### config.mk
export PLATFORM = sky130hd
export DESIGN_NAME = icache_ctrl_flat
export DESIGN_NICKNAME = d
export VERILOG_FILES = /design/src/hdl/icache_pkg.sv /design/src/hdl/refill_if.sv /design/src/hdl/sram_sp.sv /design/src/hdl/icache_ctrl.sv /design/src/flat_wrapper.sv
export SDC_FILE = /design/constraint.sdc
export NUM_CORES = 1
export LEC_CHECK = 0
export BUFFER_PORTS_ARGS = -buffer_cell sky130_fd_sc_hd__buf_2
export CAP_MARGIN = 5
export CORE_MARGIN = 5
export CORE_UTILIZATION = 28
export CTS_BUF_LIST = sky130_fd_sc_hd__clkbuf_16
export DETAILED_ROUTE_END_ITERATION = 10
export GPL_TIMING_DRIVEN = 0
export PLACE_DENSITY_LB_ADDON = 0.15
export SYNTH_ARGS = -nofsm -noshare
export SYNTH_HDL_FRONTEND = slang
export SYNTH_HIERARCHICAL = 1
export SYNTH_SLANG_ARGS = --single-unit
### constraint.sdc
create_clock -name clk -period 5.03 [get_ports clk]
set_clock_uncertainty 0.2 [all_clocks]
set_input_delay 0.503 -clock clk [delete_from_list [all_inputs] [get_ports clk]]
set_output_delay 0.503 -clock clk [all_outputs]
set_load 0.005 [all_outputs]
### src/hdl/icache_pkg.sv
`default_nettype none

package icache_pkg;

	// byte address as seen by fetch and memory.
	typedef logic [31:0] addr_t;

	// line geometry.
	localparam int LINE_BYTES = 32;
	localparam int OFFSET_BITS = $clog2(LINE_BYTES);
	localparam int BEATS_PER_LINE = 4;

	// one memory beat, two instruction words.
	typedef logic [63:0] beat_t;

	// a stored instruction word together with its predecode result.
	typedef struct packed {
		logic [31:0] instr;
		logic        branch;
		logic        call;
		logic        ret;
		addr_t       target;
	} word_entry_t;

	// one slot of a fetch group.
	typedef struct packed {
		logic        valid;
		word_entry_t entry;
	} fetch_slot_t;

	// opcodes that predecode looks at.
	localparam logic [6:0] OPC_BRANCH = 7'b1100011;
	localparam logic [6:0] OPC_JAL    = 7'b1101111;
	localparam logic [6:0] OPC_JALR   = 7'b1100111;

endpackage

`default_nettype wire

### src/hdl/refill_if.sv
`timescale 1ns/1ns
`default_nettype none

interface refill_if
	import icache_pkg::*;
#(
	parameter int INDEX_BITS = 4
);
	// one accepted refill beat.
	logic                  wen;
	logic [INDEX_BITS-1:0] index;
	logic [1:0]            beat;
	beat_t                 data;
	// line base, needed for branch targets.
	addr_t                 line_addr;

	modport ctrl (output wen, index, beat, data, line_addr);
	modport array (input wen, index, beat, data, line_addr);

endinterface

`default_nettype wire

### src/hdl/sram_sp.sv
`timescale 1ns/1ns
`default_nettype none

module sram_sp #(
	parameter int DEPTH_BITS = 4,
	parameter type payload_t = logic [31:0]
) (
	input  logic                  clk,
	input  logic [DEPTH_BITS-1:0] addr,
	input  logic                  wen,
	input  payload_t              wdata,
	output payload_t              rdata
);

	payload_t mem [2**DEPTH_BITS];

	// write on the clock edge.
	always_ff @(posedge clk) begin
		if (wen) begin
			mem[addr] <= wdata;
		end
	end

	// read is combinational, same cycle as the address.
	assign rdata = mem[addr];

endmodule

`default_nettype wire

### src/hdl/icache_ctrl.sv
`timescale 1ns/1ns
`default_nettype none

module icache_ctrl
	import icache_pkg::*;
#(
	parameter int INDEX_BITS = 4
) (
	input  logic   clk,
	input  logic   reset,
	input  logic   fetch_valid,
	input  addr_t  fetch_addr,
	output logic   fetch_ready,
	output logic   mem_req_valid,
	output addr_t  mem_req_addr,
	input  logic   mem_req_ready,
	input  logic   mem_resp_valid,
	input  beat_t  mem_resp_data,
	input  logic   mem_resp_last,
	refill_if.ctrl refill
);

	localparam int TAG_BITS = $bits(addr_t) - OFFSET_BITS - INDEX_BITS;

	typedef struct packed {
		logic                valid;
		logic [TAG_BITS-1:0] tag;
	} meta_t;

	typedef enum logic [1:0] {
		IDLE,
		REQ,
		RECV
	} state_t;

	state_t                              state;
	state_t                              state_nxt;
	logic [$clog2(BEATS_PER_LINE)-1:0]   beat_cnt;
	logic [2**INDEX_BITS-1:0]            valid_q;
	addr_t                               miss_addr;

	logic [INDEX_BITS-1:0] fetch_index;
	logic [TAG_BITS-1:0]   fetch_tag;
	logic [INDEX_BITS-1:0] miss_index;
	logic [TAG_BITS-1:0]   miss_tag;
	logic [INDEX_BITS-1:0] meta_addr;
	meta_t                 meta_rd;
	meta_t                 meta_wr;
	logic                  meta_wen;
	logic                  beat_wen;
	logic                  hit;

	assign fetch_index = fetch_addr[OFFSET_BITS +: INDEX_BITS];
	assign fetch_tag = fetch_addr[$bits(addr_t)-1 -: TAG_BITS];
	assign miss_index = miss_addr[OFFSET_BITS +: INDEX_BITS];
	assign miss_tag = miss_addr[$bits(addr_t)-1 -: TAG_BITS];

	// tag ram follows the fill line while receiving.
	assign meta_addr = (state == RECV) ? miss_index : fetch_index;
	assign meta_wr = '{valid: 1'b1, tag: miss_tag};

	sram_sp #(
		.DEPTH_BITS(INDEX_BITS),
		.payload_t (meta_t)
	) u_meta (
		.clk  (clk),
		.addr (meta_addr),
		.wen  (meta_wen),
		.wdata(meta_wr),
		.rdata(meta_rd)
	);

	assign hit = valid_q[fetch_index] && meta_rd.valid && (meta_rd.tag == fetch_tag);

	assign beat_wen = (state == RECV) && mem_resp_valid;
	// line becomes valid together with its last beat.
	assign meta_wen = beat_wen && mem_resp_last;

	always_comb begin
		state_nxt = state;
		case (state)
			IDLE: begin
				if (fetch_valid && !hit) begin
					state_nxt = REQ;
				end
			end
			REQ: begin
				if (mem_req_ready) begin
					state_nxt = RECV;
				end
			end
			RECV: begin
				if (meta_wen) begin
					state_nxt = IDLE;
				end
			end
			default: begin
				state_nxt = IDLE;
			end
		endcase
	end

	always_ff @(posedge clk) begin
		if (reset) begin
			state <= IDLE;
			beat_cnt <= '0;
			valid_q <= '0;
		end else begin
			state <= state_nxt;
			if (state == REQ) begin
				beat_cnt <= '0;
			end else if (beat_wen) begin
				beat_cnt <= beat_cnt + 1'b1;
			end
			if (meta_wen) begin
				valid_q[miss_index] <= 1'b1;
			end
		end
	end

	// capture the missing address so the request stays stable.
	always_ff @(posedge clk) begin
		if (state == IDLE && fetch_valid && !hit) begin
			miss_addr <= fetch_addr;
		end
	end

	assign fetch_ready = (state == IDLE) && fetch_valid && hit;
	assign mem_req_valid = (state == REQ);
	assign mem_req_addr = {miss_addr[$bits(addr_t)-1:OFFSET_BITS], {OFFSET_BITS{1'b0}}};

	assign refill.wen = beat_wen;
	assign refill.index = miss_index;
	assign refill.beat = beat_cnt;
	assign refill.data = mem_resp_data;
	assign refill.line_addr = mem_req_addr;

endmodule

`default_nettype wire

### src/flat_wrapper.sv
// flat-port wrapper written by rule: the top's interface ports become plain ports
module icache_ctrl_flat import icache_pkg::*;
#(
	parameter int INDEX_BITS = 4
)
  (clk, reset, fetch_valid, fetch_addr, fetch_ready, mem_req_valid, mem_req_addr, mem_req_ready, mem_resp_valid, mem_resp_data, mem_resp_last, refill_wen, refill_index, refill_beat, refill_data, refill_line_addr);
  refill_if #(.INDEX_BITS(INDEX_BITS)) refill_i ();
  input  logic clk;
  input  logic reset;
  input  logic fetch_valid;
  input  addr_t fetch_addr;
  output logic fetch_ready;
  output logic mem_req_valid;
  output addr_t mem_req_addr;
  input  logic mem_req_ready;
  input  logic mem_resp_valid;
  input  beat_t mem_resp_data;
  input  logic mem_resp_last;
  output wire logic [$bits(refill_i.wen)-1:0] refill_wen;
  output wire logic [$bits(refill_i.index)-1:0] refill_index;
  output wire logic [$bits(refill_i.beat)-1:0] refill_beat;
  output wire logic [$bits(refill_i.data)-1:0] refill_data;
  output wire logic [$bits(refill_i.line_addr)-1:0] refill_line_addr;
  assign refill_wen = refill_i.wen;
  assign refill_index = refill_i.index;
  assign refill_beat = refill_i.beat;
  assign refill_data = refill_i.data;
  assign refill_line_addr = refill_i.line_addr;
  icache_ctrl #(.INDEX_BITS(INDEX_BITS)) u_core (.clk(clk), .reset(reset), .fetch_valid(fetch_valid), .fetch_addr(fetch_addr), .fetch_ready(fetch_ready), .mem_req_valid(mem_req_valid), .mem_req_addr(mem_req_addr), .mem_req_ready(mem_req_ready), .mem_resp_valid(mem_resp_valid), .mem_resp_data(mem_resp_data), .mem_resp_last(mem_resp_last), .refill(refill_i));
endmodule
==> results of run 1 <==
-- metrics by stage --
stage | setup WS, ns | hold slack, ns | cell area, sq um | TNS [ns]
6_report | 0.2385 | 0.05487 | 21850 | 0
5_1_grt | -0.02203 | 0.008654 | 21850 | -0.02203
4_1_cts | 0.0000004441 | 0.001475 | 21770 | 0
3_5_place_dp | -0.4636 | 0.2523 | 19730 | -8.526
3_3_place_gp | -3.092 | 0.2400 | 19130 | -257.87
2_1_floorplan | 0.6266 | 0.2284 | 17350 | 0
-- worst max-delay path, stage by stage --
cell and delay (ns):
sky130_fd_sc_hd__dlygate4sd3_1 0.52, sky130_fd_sc_hd__buf_2 0.11, sky130_fd_sc_hd__buf_6 0.13, sky130_fd_sc_hd__nand2_1 0.05, sky130_fd_sc_hd__o21ai_1 0.11, sky130_fd_sc_hd__buf_6 0.16
sky130_fd_sc_hd__buf_8 0.19, sky130_fd_sc_hd__buf_6 0.23, sky130_fd_sc_hd__mux4_2 0.52, sky130_fd_sc_hd__a22oi_1 0.18, sky130_fd_sc_hd__nand2_1 0.10, sky130_fd_sc_hd__xnor2_1 0.32
sky130_fd_sc_hd__nand4_1 0.14, sky130_fd_sc_hd__buf_4 0.19, sky130_fd_sc_hd__nor2_1 0.23, sky130_fd_sc_hd__and4_1 0.27, sky130_fd_sc_hd__buf_2 0.13
-- sequential cells by signal, summed over array words and instances (netlist names) --
name	flops
u_core/refill.beat	2
u_core/state	2
u_core/u_meta/mem	384
u_core/valid_q	16
u_core/miss_addr	27
-- layout by cell type, fill, tap and decap left out, types with 3 or more instances in the layout --
| master | netlist | routed |
|---|---|---|
| sky130_fd_sc_hd__edfxtp_1 | 411 | 411 |
| sky130_fd_sc_hd__buf_2 | 6 | 159 |
| sky130_fd_sc_hd__buf_4 | 106 | 119 |
| sky130_fd_sc_hd__mux4_2 | 96 | 96 |
| sky130_fd_sc_hd__clkbuf_16 | 0 | 51 |
| sky130_fd_sc_hd__a22oi_1 | 49 | 49 |
| sky130_fd_sc_hd__nand2_1 | 36 | 36 |
| sky130_fd_sc_hd__dlygate4sd3_1 | 0 | 27 |
| sky130_fd_sc_hd__conb_1 | 2 | 26 |
| sky130_fd_sc_hd__nor2_1 | 34 | 22 |
| sky130_fd_sc_hd__dfxtp_1 | 20 | 20 |
| sky130_fd_sc_hd__xnor2_1 | 24 | 16 |
| sky130_fd_sc_hd__nor2_4 | 0 | 12 |
| sky130_fd_sc_hd__inv_1 | 1 | 11 |
| sky130_fd_sc_hd__buf_6 | 6 | 11 |
| sky130_fd_sc_hd__clkbuf_2 | 0 | 11 |
| sky130_fd_sc_hd__clkinv_2 | 0 | 10 |
| sky130_fd_sc_hd__clkinv_1 | 0 | 9 |
| sky130_fd_sc_hd__a21oi_1 | 9 | 9 |
| sky130_fd_sc_hd__buf_8 | 2 | 8 |
| sky130_fd_sc_hd__bufinv_16 | 0 | 7 |
| sky130_fd_sc_hd__buf_16 | 0 | 7 |
| sky130_fd_sc_hd__buf_12 | 0 | 7 |
| sky130_fd_sc_hd__nor2b_1 | 7 | 6 |
| sky130_fd_sc_hd__nand4_1 | 6 | 6 |
| sky130_fd_sc_hd__xnor2_2 | 0 | 6 |
| sky130_fd_sc_hd__a31oi_1 | 7 | 6 |
| sky130_fd_sc_hd__clkbuf_1 | 18 | 5 |
| sky130_fd_sc_hd__mux4_1 | 4 | 4 |
| sky130_fd_sc_hd__nor3_1 | 8 | 4 |
| sky130_fd_sc_hd__nor3_2 | 0 | 4 |
| sky130_fd_sc_hd__and2_1 | 3 | 3 |
| sky130_fd_sc_hd__nand2b_1 | 3 | 3 |
| sky130_fd_sc_hd__mux2i_1 | 3 | 3 |
| sky130_fd_sc_hd__clkbuf_4 | 0 | 3 |
-- worst paths after layout --
path / endpoint / slack (ns) / cells after the start
setup reg to reg: u_core/miss_addr[21] / 0.86 / 16
hold / removal: u_core/miss_addr[31] / 0.05 / 1
hold reg to reg: u_core/valid_q[14] / 0.27 / 2
setup / recovery: fetch_ready / 0.24 / 17
-- where the power goes --
part           internal, uW  switching, uW
sequential             3970           69.4
clock                  2190           1430
combinational           342            347
total                  6500           1850
-- metal layers --
metal,routed length [um],global-route usage [%],part of all wire (%),up-vias
met4,752,2.863,1.6,0
met3,2735,2.942,5.8,59
met5,0,0,0,-
li1,-,-,-,4010
met2,23050,23.30,49,331
met1,20420,18.26,43,4740
-- cells by family (layout without fill, tap and decap cells) --
family / count (synthesis) / in the layout
and+or+nand+nor: 108 / 108
muxes: 103 / 103
xor gates and xnor gates: 25 / 25
buffers and inverters: 144 / 450
DFF: 431 / 431
AOI/OAI and AO/OA: 69 / 69
other: 2 / 26
-- area by class of cell --
type	instances	area [sq um]
fillers	5703	39520
flip-flops and latches	431	12740
multi-input cells	331	3829
repair buffers	216	1567
clock buffers	51	1276
plain buffers	142	1080
well taps	790	988.4
clock inverters	39	356.6
inverters	2	7.507
-- repair_timing --
action                                 CTS  global route
pin swaps                                4             1
hold buffers                            27             0
endpoints found under the hold margin   27             0
setup endpoints to repair               28             1
gates resized for setup                 43            16
buffers inserted                         5             0
==> metrics list, run 1 <==
- CTS built an H-tree with a depth of 2.
* Area share of the largest cell type after synthesis: 71.49%
- Source-to-sink clock delay at the later pin of the worst-skew pair: 0.59 ns
* Wire length of the first global-routing pass: 66.49 mm
* Post-route fraction of the period consumed by the critical path: 95.26%
- Using the TritonRoute via totals, the vias-per-cell ratio works out to 4.565.
- Remaining global-route overflow: 0
- 239 I/O pins were placed.
- DRT antenna net count: 0
* Relative slew slack: 42.27%
- Antenna diode count: 0
- Number of clock sinks: 431
- Actual slew at the worst max-slew pin: 0.8612 ns
* Number of antenna violations at the first check in global routing: 0
- Final HPWL from detailed placement: 31.09 mm
* Synth area leader: sky130_fd_sc_hd__edfxtp_1
- Cells fill 35.60% of the core in the end.
* Min-delay src: fetch_addr[31]
* Num CTS Buffers: 49
- TritonCTS built the clock tree.
* Largest net degree at the start of global routing: 19
- Number of port buffers: 158
* Post-Synth Adder-Cell Area: 0%
- Worst supply voltage drop on vdd: 0.1950 mV
* Arrival time of data at the critical path endpoint: 4.09 ns
- Along the worst path, the maximum fanout reaches 10.
* Maximum clock insertion buffer count: 3
- Gp weighted congestion: 0.7380
- Clock-pin transition on the worst setup and hold timing paths: 0.05 ns
- Multiplexer fraction of the synthesized cell area: 13.31%
- Violation count after the first detailed-routing iteration: 653
* Avg WL per Cell: 23.46 um
* Unique masters post-synth: 36
- In this run the critical register-to-register path is launched from u_core/state[0].
* Critical path start-end classification: in -> out
- Finished Layout Cells: 2,002
- Flip-flop and latch count after synthesis: 431
* PD cells: 381.9 nW/um^2
- The die covers 66,720 sq um.
* # Max-Cap Violations: 0
- Row generation in the floorplan step produced 91 rows.
* Area share of and/or/nand/nor cells after synthesis: 2.884%
- Data on the critical path is required at its endpoint by 4.33 ns.
* Number of warnings reported in the yosys synthesis log: 6
* Cells after Synth: 882
- Number of synthesized flops with an enable pin: 411
- Once the floorplan was initialized, standard cells occupied 28.13% of the core.
- Syn Area/Cell: 19.57 sq um
* Minimum clock period after layout: 4.792 ns
- Die span in x: 258.3 um
- Ranked by instance count, the synthesized netlist is headed by sky130_fd_sc_hd__edfxtp_1, sky130_fd_sc_hd__buf_4, sky130_fd_sc_hd__mux4_2.
* Vias in the first global route: 9,335
- The analysis attributes to cell leakage a power of 0.007631 uW.
- Proportion of synthesized chip area in sequential cells: 73.81%
* Highest achievable clock rate: 208.7 MHz
* Core region area: 61,370 sq um
* Netlist Area Pre-Place: 17,260 sq um
- Relative to the synthesized area, the layout overhead comes to 26.54%.
- Total power of the final layout: 8343 uW
- The final layout contains 1,275 nets.
* Final number of hold-violating endpoints: 0
- Worst hold-check path type: in -> reg
- Number of iterations in the first detailed-routing pass: 5
* FFs w/ async S/R, synth: 0%
- Status: complete, no violations
- STA classifies the critical path endpoint as an output pin.
- After synthesis, the largest family of logic cells by area is multiplexers.
- Routed WL: 46.96 mm
* Ys flop type: sky130_fd_sc_hd__edfxtp_1
* Count of pins over their slew limit: 0
* XOR/XNOR Fraction of Synth Area: 1.268%
* Top area cells in the synthesized netlist: sky130_fd_sc_hd__edfxtp_1, sky130_fd_sc_hd__mux4_2, sky130_fd_sc_hd__buf_4
- Count leader, synth: sky130_fd_sc_hd__edfxtp_1
* CTS Root Cell: sky130_fd_sc_hd__clkbuf_16
* Compound-cell area share of the yosys netlist: 2.819%
- Setup violations remaining at the end of the flow were counted as 0.
- The post-route netlist has 43.07% of its cells at a drive strength greater than 1.
* Startpoint type of the worst setup path: input pin
* Total number of vias: 9,140
* DRC viols: 0
- In the global route stage, overall resource usage came out at 13.69%.
- Total placed cells including tap cells: 1,880
- The floorplan step set the die height to 258.3 um.
- Critical path origin: fetch_addr[5]
(Power assumes the default switching activity.)
==> run 2: changes to the inputs <==
--- a/constraint.sdc
+++ b/constraint.sdc
@@ -4,2 +4,2 @@
 set_output_delay 0.503 -clock clk [all_outputs]
-set_load 0.005 [all_outputs]
+set_load 0.05 [all_outputs]
==> run 2 against run 1 <==
Net effect:
- sequential share of layout area is 0.14 points lower
- global-route usage is essentially flat
- critical path type unchanged
- cell count increased by 0.15%
- combinational power up 33%
- highest routed layer unchanged
- largest power group unchanged
==> metrics list, run 2 (synthesis results as in run 1) <==
* Status: complete, no violations
- Highest achievable clock rate: 205.4 MHz
* Total die area: 66,720 sq um
* Largest net degree at the start of global routing: 19
* Final setup fails: 0
- The library cell used most frequently in the layout, excluding fill and tap cells, is sky130_fd_sc_hd__edfxtp_1.
- Worst setup slack after placement: -0.6137 ns
- After the first detailed-routing iteration, the DRC count stood at 637.
- # Max-Cap Violations: 0
- Worst hold-check path type: in -> reg
- Flip-flop count of the largest register after layout: 384
- Startpoint of the lowest-slack register-to-register path: u_core/state[0]
- The post-route netlist has 43.62% of its cells at a drive strength greater than 1.
- The worst register-to-register path ends at u_core/miss_addr[21].
* Antenna diode count: 0
- Global routing usage summed across all routing layers: 13.71%
* Instance area after placement: 19,730 sq um
* Leading registers by flop count: u_core/u_meta/mem x384, u_core/miss_addr x27, u_core/valid_q x16
* Maximum clock insertion buffer count: 3
- Nets@finish: 1,278
- For this configuration, the core starts out at a cell density of 28.13%.
* Hold path endpoint: u_core/miss_addr[31]
- Min-delay src: fetch_addr[31]
* Source-to-sink clock delay at the later pin of the worst-skew pair: 0.58 ns
* CP Data Required Time: 4.33 ns
- The number of antenna violations at the first check in global routing came to 0.
- Data on the critical path arrives at its endpoint at 4.17 ns.
- Actual slew at the worst max-slew pin: 0.8452 ns
* Setup slack on the worst flop-to-flop path: 0.79 ns
* CTS H-Tree Depth: 2
* Number of clock sinks: 431
- Dividing the final minimum period by the clock period gives 96.81%.
- The congestion estimate from routability-driven global placement came to 0.7380.
- Total power of the final layout: 8574 uW
- From bottom edge to top edge, the die measures 258.3 um.
- The register with the most flip-flops in the final layout is u_core/u_meta/mem.
* Total number of vias: 9,146
* Row count: 91
* Count of pins over their slew limit: 0
- Relative slew slack: 43.35%
* Minimum setup slack in the final design: 0.1604 ns
* Largest fanout on the critical path: 10
* Number of cells on the worst hold path: 1
* Avg WL per Cell: 23.46 um
- The setup path with the least slack is of type in -> out.
- The first TritonRoute pass finished after 5 iterations.
- Number of port buffers: 158
- Clock-pin transition on the worst setup and hold timing paths: 0.05 ns
- DRC viols: 0
- VDD sags by at most 0.1952 mV.
* Final number of hold-violating endpoints: 0
* Num CTS Buffers: 49
- Remaining global-route overflow: 0
- Detailed placement ended at an HPWL of 31.09 mm.
* Via density per instance: 4.562
- Clock tree synthesis selected as its root buffer the cell sky130_fd_sc_hd__clkbuf_16.
- TritonCTS clock tree: built
- The first global-routing pass estimated 66.60 mm of wire.
* Leakage: 0.007661 uW
- The number of global-route vias before repair was 9,356.
- For this block, the routed nets add up to 47.03 mm of wire.
- DRT antenna net count: 0
- The filler cells instantiated in the layout total 5,698.
- TNS Setup: 0 ns
- PD cells: 391.5 nW/um^2
- In the layout the commonest cells are sky130_fd_sc_hd__edfxtp_1, sky130_fd_sc_hd__buf_2, sky130_fd_sc_hd__buf_4, sky130_fd_sc_hd__mux4_2, sky130_fd_sc_hd__clkbuf_16.
- Minimum clock period after layout: 4.870 ns
* Final Cell Area: 21,900 sq um
* Category of the worst setup path capture point: output pin
- Top-Level Pins: 239
- Number of cells traversed by the worst register-to-register path: 16
- The worst setup path is launched from an input pin.
- Die span in x: 258.3 um
* Layout overhead on the synthesized area: 26.85%
* Core region area: 61,370 sq um
-- run 2: cell count changes in the layout (fill, tap and decap cells not counted), moves of 2 or more --
cell,before,now
sky130_fd_sc_hd__buf_4,119,125
sky130_fd_sc_hd__buf_12,7,10
sky130_fd_sc_hd__buf_8,8,5
sky130_fd_sc_hd__xnor2_2,6,9
sky130_fd_sc_hd__buf_2,159,157
sky130_fd_sc_hd__xnor2_1,16,14
-- run 2: through the flow --
step                utilization [%]  instances  hold WS (ns)
floorplan                         -        906        0.2284
global placement              31.18       1854        0.2400
detailed placement            32.14       1880        0.2523
CTS                           35.57       2004      0.001475
global route                  35.68       2005      0.007099
finish                        35.68       2005       0.03921
-- run 2: critical path, stage by stage --
cell and delay, ns:
sky130_fd_sc_hd__dlygate4sd3_1 0.52, sky130_fd_sc_hd__buf_2 0.11, sky130_fd_sc_hd__buf_6 0.13, sky130_fd_sc_hd__nand2_1 0.05, sky130_fd_sc_hd__o21ai_1 0.10, sky130_fd_sc_hd__buf_6 0.16
sky130_fd_sc_hd__buf_8 0.19, sky130_fd_sc_hd__buf_12 0.19, sky130_fd_sc_hd__mux4_2 0.51, sky130_fd_sc_hd__a22oi_1 0.21, sky130_fd_sc_hd__nand2_1 0.17, sky130_fd_sc_hd__xnor2_4 0.25
sky130_fd_sc_hd__nand4_1 0.23, sky130_fd_sc_hd__nor4_4 0.33, sky130_fd_sc_hd__and4_1 0.27, sky130_fd_sc_hd__buf_4 0.21
-- run 2: worst max path at each step --
stage                   startpoint                   end  slack, ns
3_5_place_dp       u_core/state[1]           fetch_ready      -0.61
4_1_cts              fetch_addr[5]           fetch_ready       0.03
2_1_floorplan  u_core/miss_addr[5]  u_core/miss_addr[10]       0.30
5_1_grt              fetch_addr[5]           fetch_ready     -0.008
3_3_place_gp       u_core/state[1]  u_core/miss_addr[19]      -3.09
6_report             fetch_addr[5]           fetch_ready       0.16
-- run 2: routing by layer --
metal	GRT usage, %	routed length (um)	up-vias
li1	-	-	4014
met1	18.30	20380	4750
met2	23.39	23130	325
met3	2.923	2819	57
met4	2.745	699	0
met5	0	0	-
-- run 2: timing repair --
| item | CTS | global route |
|---|---|---|
| setup buffers | 7 | 1 |
| gates resized for setup | 53 | 15 |
| pin swaps | 7 | 3 |
| hold buffers | 27 | 0 |
| endpoints found under the hold margin | 27 | 0 |
| endpoints found under the setup margin | 28 | 1 |
-- run 2: power by group --
part / switching (uW) / leakage, uW / internal [uW]
combinational: 569 / 0.00295 / 349
clock: 1430 / 0.000843 / 2190
sequential: 69.4 / 0.00387 / 3970
-- run 2: cell type report --
type                    instances  area (sq um)  share of cell area [%]
multi-input cells             331          3840                   17.53
plain buffers                 142          1097                   5.011
inverters                       2         7.507                 0.03428
repair buffers                219          1592                   7.267
clock inverters                39         356.6                   1.628
flip-flops and latches        431         12740                   58.18
well taps                     790         988.4                   4.514
clock buffers                  51          1276                   5.828
